File: src/tcdm_bus_pkg.sv
package tcdm_bus_pkg;

  // ------------------------------------------------------------------------
  // bank word geometry
  // ------------------------------------------------------------------------

  localparam int unsigned data_width = 32;
  localparam int unsigned be_width = data_width / 8;

  // cycles between an SRAM read strobe and valid read data
  localparam int unsigned sram_rd_latency = 1;

  // one data word of the bank
  typedef logic [data_width-1:0] data_t;

  // one enable bit per byte lane
  typedef logic [be_width-1:0] be_t;

endpackage

File: src/amo_pkg.sv
package amo_pkg;

  // ------------------------------------------------------------------------
  // atomic opcodes as carried on the request bus
  // ------------------------------------------------------------------------

  typedef enum logic [3:0] {
    amo_none = 4'h0,
    amo_swap = 4'h1,
    amo_add  = 4'h2,
    amo_and  = 4'h3,
    amo_or   = 4'h4,
    amo_xor  = 4'h5,
    amo_max  = 4'h6,
    amo_maxu = 4'h7,
    amo_min  = 4'h8,
    amo_minu = 4'h9,
    amo_lr   = 4'hA,
    amo_sc   = 4'hB
  } amo_op_e;

  // read-modify-write sequencing
  typedef enum logic [1:0] {
    idle,
    do_amo,
    write_back
  } amo_state_e;

  // words returned for a store-conditional
  localparam logic [31:0] sc_success = 32'h0000_0000;
  localparam logic [31:0] sc_failure = 32'h0000_0001;

endpackage

File: src/tcdm_req_if.sv
interface tcdm_req_if #(
  parameter int unsigned addr_width = 16,
  parameter int unsigned meta_width = 8
);

  import tcdm_bus_pkg::*;
  import amo_pkg::*;

  // single-cycle strobe for an accepted request
  logic                  fire;
  amo_op_e               op;
  logic                  write;
  logic [addr_width-1:0] addr;
  data_t                 wdata;
  be_t                   be;
  logic [meta_width-1:0] meta;
  // reservation verdict, only meaningful for an SC
  logic                  sc_ok;

  modport dec (
    output fire, op, write, addr, wdata, be, meta, sc_ok
  );

  modport exe (
    input fire, op, write, addr, wdata, be, meta, sc_ok
  );

endinterface

File: src/tcdm_rsp_if.sv
interface tcdm_rsp_if #(
  parameter int unsigned meta_width = 8
);

  import tcdm_bus_pkg::*;

  // metadata comes in the acceptance cycle
  logic                  meta_push;
  logic [meta_width-1:0] meta;
  // data follows exactly one cycle later
  logic                  data_push;
  data_t                 data;

  modport exe (
    output meta_push, meta, data_push, data
  );

  modport res (
    input meta_push, meta, data_push, data
  );

endinterface

File: src/tcdm_reservation.sv
module tcdm_reservation #(
  parameter int unsigned addr_width = 16,
  parameter int unsigned meta_width = 8,
  parameter int unsigned num_resv   = 4
) (
  input  logic                  clk_i,
  input  logic                  rst_ni,
  input  logic                  fire_i,
  input  amo_pkg::amo_op_e      op_i,
  input  logic                  write_i,
  input  logic [addr_width-1:0] addr_i,
  input  logic [meta_width-1:0] meta_i,
  output logic                  sc_ok_o
);

  import amo_pkg::*;

  localparam int unsigned idx_width = (num_resv > 1) ? $clog2(num_resv) : 1;

  logic [num_resv-1:0]   valid_q, valid_d;
  logic [addr_width-1:0] addr_q [num_resv];
  logic [meta_width-1:0] meta_q [num_resv];

  logic [num_resv-1:0]   meta_hit;
  logic [num_resv-1:0]   addr_hit;
  logic                  lr_found;
  logic [idx_width-1:0]  lr_idx;
  logic                  lr_take;
  logic                  wr_commit;
  logic                  is_plain;

  // ------------------------------------------------------------------------
  // lookup
  // ------------------------------------------------------------------------

  always_comb begin
    for (int i = 0; i < num_resv; i++) begin
      meta_hit[i] = valid_q[i] && (meta_q[i] == meta_i);
      addr_hit[i] = valid_q[i] && (addr_q[i] == addr_i);
    end
  end

  assign sc_ok_o = |(meta_hit & addr_hit);

  // an LR refreshes its own entry first, else takes the lowest free one
  always_comb begin
    lr_found = 1'b0;
    lr_idx   = '0;
    for (int i = 0; i < num_resv; i++) begin
      if (!lr_found && meta_hit[i]) begin
        lr_found = 1'b1;
        lr_idx   = idx_width'(i);
      end
    end
    for (int i = 0; i < num_resv; i++) begin
      if (!lr_found && !valid_q[i]) begin
        lr_found = 1'b1;
        lr_idx   = idx_width'(i);
      end
    end
  end

  assign is_plain  = !(op_i inside {[amo_swap:amo_minu], amo_lr, amo_sc});
  assign lr_take   = fire_i && (op_i == amo_lr) && lr_found;
  assign wr_commit = (is_plain && write_i) || (op_i inside {[amo_swap:amo_minu]}) ||
                     ((op_i == amo_sc) && sc_ok_o);

  // ------------------------------------------------------------------------
  // update
  // ------------------------------------------------------------------------

  // a successful SC hits its own address, so the write clear consumes it
  always_comb begin
    valid_d = valid_q;
    if (fire_i && wr_commit) begin
      valid_d = valid_q & ~addr_hit;
    end
    if (lr_take) begin
      valid_d[lr_idx] = 1'b1;
    end
  end

  always_ff @(posedge clk_i or negedge rst_ni) begin
    if (!rst_ni) begin
      valid_q <= '0;
    end else begin
      valid_q <= valid_d;
    end
  end

  always_ff @(posedge clk_i) begin
    if (lr_take) begin
      addr_q[lr_idx] <= addr_i;
      meta_q[lr_idx] <= meta_i;
    end
  end

endmodule

File: src/tcdm_decode.sv
module tcdm_decode #(
  parameter int unsigned addr_width = 16,
  parameter int unsigned meta_width = 8,
  parameter int unsigned num_resv   = 4
) (
  input  logic                  clk_i,
  input  logic                  rst_ni,
  input  logic                  in_valid_i,
  output logic                  in_ready_o,
  input  logic [addr_width-1:0] in_address_i,
  input  logic [3:0]            in_amo_i,
  input  logic                  in_write_i,
  input  tcdm_bus_pkg::data_t   in_wdata_i,
  input  logic [meta_width-1:0] in_meta_i,
  input  tcdm_bus_pkg::be_t     in_be_i,
  input  logic                  busy_i,
  input  logic                  rsp_full_i,
  tcdm_req_if.dec               req
);

  import amo_pkg::*;

  amo_op_e op;
  logic    fire;
  logic    sc_ok;

  // hold off while an atomic owns the bank or the response path is blocked
  assign in_ready_o = !busy_i && !rsp_full_i;
  assign fire       = in_valid_i && in_ready_o;
  assign op         = amo_op_e'(in_amo_i);

  tcdm_reservation #(
    .addr_width (addr_width),
    .meta_width (meta_width),
    .num_resv   (num_resv)
  ) i_reservation (
    .clk_i   (clk_i),
    .rst_ni  (rst_ni),
    .fire_i  (fire),
    .op_i    (op),
    .write_i (in_write_i),
    .addr_i  (in_address_i),
    .meta_i  (in_meta_i),
    .sc_ok_o (sc_ok)
  );

  assign req.fire  = fire;
  assign req.op    = op;
  assign req.write = in_write_i;
  assign req.addr  = in_address_i;
  assign req.wdata = in_wdata_i;
  assign req.be    = in_be_i;
  assign req.meta  = in_meta_i;
  assign req.sc_ok = sc_ok;

endmodule

File: src/tcdm_amo_alu.sv
module tcdm_amo_alu (
  input  amo_pkg::amo_op_e    op_i,
  input  tcdm_bus_pkg::data_t mem_i,
  input  tcdm_bus_pkg::data_t operand_i,
  output tcdm_bus_pkg::data_t result_o
);

  import tcdm_bus_pkg::*;
  import amo_pkg::*;

  logic                signed_cmp;
  logic                sub;
  logic [data_width:0] opa, opb, opb_x, sum;
  logic                less;

  // one extra bit so the carry out doubles as the compare result
  assign signed_cmp = op_i inside {amo_max, amo_min};
  assign sub        = op_i inside {amo_max, amo_maxu, amo_min, amo_minu};

  assign opa   = {signed_cmp & mem_i[data_width-1], mem_i};
  assign opb   = {signed_cmp & operand_i[data_width-1], operand_i};
  assign opb_x = sub ? ~opb : opb;
  assign sum   = opa + opb_x + {{data_width{1'b0}}, sub};

  // mem < operand
  assign less = sum[data_width];

  always_comb begin
    unique case (op_i)
      amo_add:            result_o = sum[data_width-1:0];
      amo_and:            result_o = mem_i & operand_i;
      amo_or:             result_o = mem_i | operand_i;
      amo_xor:            result_o = mem_i ^ operand_i;
      amo_max, amo_maxu:  result_o = less ? operand_i : mem_i;
      amo_min, amo_minu:  result_o = less ? mem_i : operand_i;
      // swap and everything else stores the operand
      default:            result_o = operand_i;
    endcase
  end

endmodule

File: src/tcdm_execute.sv
module tcdm_execute #(
  parameter int unsigned addr_width   = 16,
  parameter bit          register_amo = 1'b0
) (
  input  logic                  clk_i,
  input  logic                  rst_ni,
  tcdm_req_if.exe               req,
  tcdm_rsp_if.exe               rsp,
  output logic                  busy_o,
  output logic                  out_req_o,
  output logic [addr_width-1:0] out_add_o,
  output logic                  out_write_o,
  output tcdm_bus_pkg::data_t   out_wdata_o,
  output tcdm_bus_pkg::be_t     out_be_o,
  input  tcdm_bus_pkg::data_t   out_rdata_i
);

  import tcdm_bus_pkg::*;
  import amo_pkg::*;

  amo_state_e            state_q, state_d;
  amo_op_e               amo_op_q;
  logic [addr_width-1:0] amo_addr_q;
  data_t                 amo_operand_q;
  data_t                 amo_result, amo_result_q;

  logic is_amo, is_lr, is_sc, is_plain;
  logic commit;
  logic meta_push;

  logic [sram_rd_latency-1:0] push_q, sc_q, sc_ok_q;

  assign is_amo   = req.op inside {[amo_swap:amo_minu]};
  assign is_lr    = req.op == amo_lr;
  assign is_sc    = req.op == amo_sc;
  assign is_plain = !(is_amo || is_lr || is_sc);

  // ------------------------------------------------------------------------
  // SRAM side
  // ------------------------------------------------------------------------

  // write slot of the read-modify-write
  assign commit = ((state_q == do_amo) && !register_amo) || (state_q == write_back);

  always_comb begin
    // a failed SC never reaches the bank
    out_req_o   = req.fire && !(is_sc && !req.sc_ok);
    out_add_o   = req.addr;
    out_write_o = (is_plain && req.write) || is_sc;
    out_wdata_o = req.wdata;
    out_be_o    = req.be;
    if (commit) begin
      out_req_o   = 1'b1;
      out_add_o   = amo_addr_q;
      out_write_o = 1'b1;
      out_wdata_o = register_amo ? amo_result_q : amo_result;
      out_be_o    = '1;
    end
  end

  // ------------------------------------------------------------------------
  // atomic sequencing
  // ------------------------------------------------------------------------

  always_comb begin
    state_d = state_q;
    unique case (state_q)
      idle:       if (req.fire && is_amo) state_d = do_amo;
      do_amo:     state_d = register_amo ? write_back : idle;
      write_back: state_d = idle;
      default:    state_d = idle;
    endcase
  end

  assign busy_o = state_q != idle;

  tcdm_amo_alu i_amo_alu (
    .op_i      (amo_op_q),
    .mem_i     (out_rdata_i),
    .operand_i (amo_operand_q),
    .result_o  (amo_result)
  );

  always_ff @(posedge clk_i or negedge rst_ni) begin
    if (!rst_ni) begin
      state_q <= idle;
    end else begin
      state_q <= state_d;
    end
  end

  always_ff @(posedge clk_i) begin
    if (req.fire && is_amo) begin
      amo_op_q      <= req.op;
      amo_addr_q    <= req.addr;
      amo_operand_q <= req.wdata;
    end
    // old data is on out_rdata_i only in do_amo
    if (state_q == do_amo) begin
      amo_result_q <= amo_result;
    end
  end

  // ------------------------------------------------------------------------
  // response pushes
  // ------------------------------------------------------------------------

  // everything except a plain store answers
  assign meta_push     = req.fire && !(is_plain && req.write);
  assign rsp.meta_push = meta_push;
  assign rsp.meta      = req.meta;

  always_ff @(posedge clk_i or negedge rst_ni) begin
    if (!rst_ni) begin
      push_q  <= '0;
      sc_q    <= '0;
      sc_ok_q <= '0;
    end else begin
      push_q[0]  <= meta_push;
      sc_q[0]    <= req.fire && is_sc;
      sc_ok_q[0] <= req.sc_ok;
      for (int i = 1; i < sram_rd_latency; i++) begin
        push_q[i]  <= push_q[i-1];
        sc_q[i]    <= sc_q[i-1];
        sc_ok_q[i] <= sc_ok_q[i-1];
      end
    end
  end

  assign rsp.data_push = push_q[sram_rd_latency-1];
  assign rsp.data      = !sc_q[sram_rd_latency-1]   ? out_rdata_i :
                         sc_ok_q[sram_rd_latency-1] ? sc_success  : sc_failure;

endmodule

File: src/tcdm_result.sv
module tcdm_result #(
  parameter int unsigned meta_width = 8
) (
  input  logic                  clk_i,
  input  logic                  rst_ni,
  tcdm_rsp_if.res               rsp,
  output logic                  full_o,
  output logic                  in_valid_o,
  input  logic                  in_ready_i,
  output tcdm_bus_pkg::data_t   in_rdata_o,
  output logic [meta_width-1:0] in_meta_o
);

  import tcdm_bus_pkg::*;

  logic [meta_width-1:0] meta_q [2];
  logic                  wr_ptr_q, rd_ptr_q;
  logic [1:0]            count_q;

  data_t data_q;
  logic  data_valid_q;
  logic  data_store;
  logic  pop;

  // data falls through in the cycle it is pushed
  assign in_valid_o = (count_q != 2'd0) && (data_valid_q || rsp.data_push);
  assign in_rdata_o = data_valid_q ? data_q : rsp.data;
  assign in_meta_o  = meta_q[rd_ptr_q];
  assign pop        = in_valid_o && in_ready_i;

  // no new request while the head is stalled or the queue is full
  assign full_o = (in_valid_o && !in_ready_i) || (count_q == 2'd2);

  // keep pushed data unless it leaves right away
  assign data_store = rsp.data_push && (data_valid_q || !pop);

  // ------------------------------------------------------------------------
  // metadata queue
  // ------------------------------------------------------------------------

  always_ff @(posedge clk_i or negedge rst_ni) begin
    if (!rst_ni) begin
      wr_ptr_q <= 1'b0;
      rd_ptr_q <= 1'b0;
      count_q  <= 2'd0;
    end else begin
      if (rsp.meta_push) begin
        wr_ptr_q <= wr_ptr_q + 1'b1;
      end
      if (pop) begin
        rd_ptr_q <= rd_ptr_q + 1'b1;
      end
      unique case ({rsp.meta_push, pop})
        2'b10:   count_q <= count_q + 2'd1;
        2'b01:   count_q <= count_q - 2'd1;
        default: count_q <= count_q;
      endcase
    end
  end

  always_ff @(posedge clk_i) begin
    if (rsp.meta_push) begin
      meta_q[wr_ptr_q] <= rsp.meta;
    end
  end

  // ------------------------------------------------------------------------
  // data register
  // ------------------------------------------------------------------------

  always_ff @(posedge clk_i or negedge rst_ni) begin
    if (!rst_ni) begin
      data_valid_q <= 1'b0;
    end else if (data_store) begin
      data_valid_q <= 1'b1;
    end else if (pop) begin
      data_valid_q <= 1'b0;
    end
  end

  always_ff @(posedge clk_i) begin
    if (data_store) begin
      data_q <= rsp.data;
    end
  end

endmodule

File: src/tcdm_adapter.sv
module tcdm_adapter #(
  parameter int unsigned addr_width   = 16,
  parameter int unsigned meta_width   = 8,
  parameter int unsigned num_resv     = 4,
  parameter bit          register_amo = 1'b0
) (
  input  logic                  clk_i,
  input  logic                  rst_ni,
  // request side
  input  logic                  in_valid_i,
  output logic                  in_ready_o,
  input  logic [addr_width-1:0] in_address_i,
  input  logic [3:0]            in_amo_i,
  input  logic                  in_write_i,
  input  tcdm_bus_pkg::data_t   in_wdata_i,
  input  logic [meta_width-1:0] in_meta_i,
  input  tcdm_bus_pkg::be_t     in_be_i,
  // response side
  output logic                  in_valid_o,
  input  logic                  in_ready_i,
  output tcdm_bus_pkg::data_t   in_rdata_o,
  output logic [meta_width-1:0] in_meta_o,
  // SRAM side
  output logic                  out_req_o,
  output logic [addr_width-1:0] out_add_o,
  output logic                  out_write_o,
  output tcdm_bus_pkg::data_t   out_wdata_o,
  output tcdm_bus_pkg::be_t     out_be_o,
  input  tcdm_bus_pkg::data_t   out_rdata_i
);

  logic busy;
  logic rsp_full;

  tcdm_req_if #(
    .addr_width (addr_width),
    .meta_width (meta_width)
  ) req_if ();

  tcdm_rsp_if #(
    .meta_width (meta_width)
  ) rsp_if ();

  tcdm_decode #(
    .addr_width (addr_width),
    .meta_width (meta_width),
    .num_resv   (num_resv)
  ) i_decode (
    .clk_i        (clk_i),
    .rst_ni       (rst_ni),
    .in_valid_i   (in_valid_i),
    .in_ready_o   (in_ready_o),
    .in_address_i (in_address_i),
    .in_amo_i     (in_amo_i),
    .in_write_i   (in_write_i),
    .in_wdata_i   (in_wdata_i),
    .in_meta_i    (in_meta_i),
    .in_be_i      (in_be_i),
    .busy_i       (busy),
    .rsp_full_i   (rsp_full),
    .req          (req_if.dec)
  );

  tcdm_execute #(
    .addr_width   (addr_width),
    .register_amo (register_amo)
  ) i_execute (
    .clk_i       (clk_i),
    .rst_ni      (rst_ni),
    .req         (req_if.exe),
    .rsp         (rsp_if.exe),
    .busy_o      (busy),
    .out_req_o   (out_req_o),
    .out_add_o   (out_add_o),
    .out_write_o (out_write_o),
    .out_wdata_o (out_wdata_o),
    .out_be_o    (out_be_o),
    .out_rdata_i (out_rdata_i)
  );

  tcdm_result #(
    .meta_width (meta_width)
  ) i_result (
    .clk_i      (clk_i),
    .rst_ni     (rst_ni),
    .rsp        (rsp_if.res),
    .full_o     (rsp_full),
    .in_valid_o (in_valid_o),
    .in_ready_i (in_ready_i),
    .in_rdata_o (in_rdata_o),
    .in_meta_o  (in_meta_o)
  );

endmodule

File: config.mk
export PLATFORM = sky130hd
export DESIGN_NAME = tcdm_adapter
export DESIGN_NICKNAME = d
export VERILOG_FILES = /design/src/tcdm_bus_pkg.sv /design/src/amo_pkg.sv /design/src/tcdm_req_if.sv /design/src/tcdm_rsp_if.sv /design/src/tcdm_reservation.sv /design/src/tcdm_decode.sv /design/src/tcdm_amo_alu.sv /design/src/tcdm_execute.sv /design/src/tcdm_result.sv /design/src/tcdm_adapter.sv
export SDC_FILE = /design/constraint.sdc
export NUM_CORES = 1
export LEC_CHECK = 0
export ABC_AREA = 1
export BUFFER_PORTS_ARGS = -buffer_cell sky130_fd_sc_hd__buf_2
export CAP_MARGIN = 20
export CORE_ASPECT_RATIO = 1.2
export CORE_MARGIN = 2
export CORE_UTILIZATION = 29
export CTS_CLUSTER_DIAMETER = 120
export DETAILED_ROUTE_END_ITERATION = 8
export GPL_ROUTABILITY_DRIVEN = 0
export HOLD_SLACK_MARGIN = 0.1
export RECOVER_POWER = 25
export SETUP_SLACK_MARGIN = 0.05
export SYNTH_ARGS = -nofsm -noshare
export SYNTH_HDL_FRONTEND = slang
export SYNTH_SLANG_ARGS = --single-unit
export TNS_END_PERCENT = 30
File: constraint.sdc
create_clock -name clk_i -period 5.2 [get_ports clk_i]
set_clock_uncertainty 0.1 [all_clocks]
set_input_delay 1.04 -clock clk_i [delete_from_list [all_inputs] [get_ports clk_i]]
set_output_delay 1.04 -clock clk_i [all_outputs]
set_load 0.01 [all_outputs]
==> impl_results.md <==
* Reg2reg path depth at 11
* Share of post-route cells with drive strength above 1 at 18.7%
* Fin. Hold Viols at 0
* Maximum vdd drop at 0.265 mV
* Synth warn at 0
* Hold buffer count at cts at 0
* Initial Utilization at 29.4%
* Area added between synthesis and finish at 24.1%
* First-pass GRT wire length at 76400 um
* Pin count of the biggest net entering global routing at 54
* Die Ht at 252 um
* Layout fillers at 5162
* Leakage at 8.28 nW
* Ports at 197
* Synthesis-stage register bit count at 209
* Worst-path clk slew at 0.06 ns
* Chip width at 210 um
* Reg2reg end: i_decode.i_reservation.addr_q[0][1]
* Core area at 0.0504 mm2
* Psw at 2.98 mW
* Total CTS buffers at 25
* Reg2Reg Setup Slack at 2.08 ns
* Mux contribution to synthesized area at 0%
* Fin nets at 2326
* Slew Limit Headroom at 35.6%
* Tot Pwr at 7.32 mW
* Max-slew violations at 0
* Pwr/cell area at 398 mW/mm2
* CP arrival at 3.97 ns
* Initial DRC count at 1051
* Post-synth EDFFs at 196
* Worst hold stages at 1
* Worst Hold Class: reg2reg
* Post-synthesis simple-gate area fraction at 27.7%
* Finish-stage setup viols at 0
* Dpl cells at 2698
* Number of core rows at 90
* Die ar. at 0.0530 mm2
* Worst Path Class, Setup: reg2out
* Critical path required time at 4.06 ns
* Avg WL per Cell at 18.3 um
* Post-Syn Area at 0.0148 mm2
* Max FO, Critical Path at 8
* Switching share of power at 40.8%
* Syn Inst Count at 1890
* Post-layout instance count excluding filler cells at 2790
* Ys async rst share at 6.22%
* Clk sinks at 209
* Vias in the first global route at 13300
* Xor and xnor area share after synthesis at 5.73%
* Worst-margin pin slew at 0.966 ns
* Tmin final at 5.11 ns
* Area leader, netlist: edfxtp_1
* Buffers on Ports at 196
* Mean Syn Cell Area at 7.85 um2
* Vias at 13800
* Sequential area share after synthesis at 41.9%
* Flop pwr share at 30.3%
* Post-DRT Antenna Nets at 0
* Unique masters post-synth at 45
* Critical path endpoint category: output port
* Internal power at 4.33 mW
* Clock Tree Buf Depth at 3
* Top cell type's share of synthesized area at 39.7%
* Dpl hpwl at 37800 um
* Max Fclk at 0.196 GHz
* Clk Latency, worst-skew pair at 0.54 ns
* Syn Nets at 2089
* Startpoint types: register
* Post-Synth Adder-Cell Area at 8.32%
* Status: completed
* H-tree levels at 1
* Initial antenna violation count at 3
* Synth Area in Compound Gates at 9.04%
* Most frequent cell after synthesis: nand2_1
* Top FF cell, synth: edfxtp_1
* GRT Util Overall at 18.6%
* Hold Startpoint: i_result.count_q[1]
* CTS tree: built
* Max-Cap Viols at 0
* Period utilization at 98.3%
* Global route overflow at 0
* Via density at 4.94
* Routed wire length at 51000 um
* First drt pass iteration count at 9
* RR Startpoint: i_decode.i_reservation.meta_q[3][4]
* Main combinational cell family by area after synthesis: simple AND/OR/NAND/NOR gates
* Comb power frac at 44.7%
* Synth cell count leaders: nand2_1 (561), nor2_1 (213), inv_1 (207), edfxtp_1 (196), o21ai_0 (117)
* Min-Delay Endpoint: i_result.count_q[1]
* Top post-synthesis cells by area: edfxtp_1 (40%), nand2_1 (14%), ha_1 (8.2%)
* Clock power frac at 25.0%
* Clock root cell: clkbuf_16
* RSZ-0062 raised after global routing: yes
* Drt drc at 0
per-stage QoR:
stage                     worst slack, ns  utilization (%)  area, um2  TNS (ns)  hold slack [ns]
after floorplan                     0.825                -      14800         0            0.363
after global placement              0.295             32.9      16600         0            0.396
after detailed placement            0.230             32.9      16600         0            0.412
after CTS                          0.0537             35.2      17700         0            0.295
after global routing              -0.0351             36.5      18400    -0.288            0.449
final                              0.0881             36.5      18400         0            0.426
worst max path at each step:
stage / from / endpoint / slack (ns) / depth (start not counted)
finish: i_execute.amo_op_q[1] / out_wdata_o[1] / 0.09 / 23
CTS: i_execute.amo_op_q[3] / out_wdata_o[1] / 0.05 / 24
global route: i_execute.amo_op_q[1] / out_wdata_o[30] / -0.04 / 25
detailed placement: out_rdata_i[0] / out_wdata_o[11] / 0.23 / 22
global placement: out_rdata_i[0] / out_wdata_o[11] / 0.29 / 22
floorplan: in_ready_i / i_execute.amo_addr_q[0] / 0.82 / 4
what timing repair did:
| item | 4_1_cts | 5_1_grt |
|---|---|---|
| setup endpoints to repair | 32 | 32 |
| gates resized for setup | 26 | 107 |
| setup buffers | 16 | 26 |
| pin swaps | 13 | 67 |
| cloned | 2 | 1 |
metal layers:
metal	global-route usage (%)	wire length, um	vias to the layer above
met5	0	14	-
li1	-	-	6676
met1	21.6	19700	6399
met2	33.0	25100	543
met3	3.27	3270	173
met4	9.34	2930	2
layout make-up:
class                   instances  area (um2)  area share, %
inverters                     213         800           4.34
well taps                     644         806           4.38
diodes                          2        5.00         0.0272
clock inverters                17         206           1.12
clock buffers                  27         633           3.44
multi-input cells            1406        8020           43.6
repair buffers                272        1720           9.35
flip-flops and latches        209        6210           33.8
placed cells by master (no fill, tap or decap), types with 17 or more instances in the layout:
cell type / count
clkbuf_1: 44
clkbuf_16: 26
xnor2_1: 57
edfxtp_1: 196
nand4_1: 28
xor2_1: 30
nor2_1: 207
nand3_1: 100
inv_1: 203
o21ai_0: 116
or2_2: 19
buf_4: 56
nand2_2: 29
a21oi_1: 53
buf_2: 149
nand2_1: 532
a21oi_2: 17
ha_1: 89
sequential cells by signal, indices dropped and copies added (netlist names), 2 cells and up:
signal / count
i_decode.i_reservation.addr_q: 64
i_decode.i_reservation.meta_q: 32
i_decode.i_reservation.valid_q: 4
i_execute.amo_addr_q: 16
i_execute.amo_op_q: 4
i_execute.amo_operand_q: 32
i_result.count_q: 2
i_result.data_q: 32
i_result.meta_q: 16
worst max-delay path: stages (launching register included):
cell	delay, ns
edfxtp_1	0.45
buf_6	0.16
nand3_4	0.10
nand2_8	0.14
buf_16	0.19
xor2_2	0.14
ha_1	0.31
buf_4	0.15
nand2_1	0.08
nor2_1	0.20
nand2_1	0.12
nor2_2	0.14
nand2_4	0.10
nand2_4	0.10
nand2_4	0.07
nand2_8	0.13
nor2_4	0.06
buf_12	0.14
buf_8	0.13
a21oi_2	0.14
nand3_1	0.12
nand2_1	0.08
nand2_1	0.05
buf_2	0.13
kinds of logic after synthesis:
| family | after synthesis |
|---|---|
| AOI/OAI and AO/OA | 237 |
| buffers and inverters | 275 |
| DFF | 209 |
| xor gates and xnor gates | 97 |
| and+or+nand+nor | 974 |
| adders and majority gates | 98 |
power by group through the flow:
stage | clock [mW] | sequential (mW) | combinational (mW)
global route | 1.95 | 2.24 | 3.59
global placement | 0 | 2.24 | 2.80
finish | 1.83 | 2.22 | 3.27
floorplan | 0 | 2.18 | 1.85
detailed placement | 0 | 2.25 | 2.83
CTS | 1.89 | 2.21 | 2.97
Power figures use the tool's default switching activity.
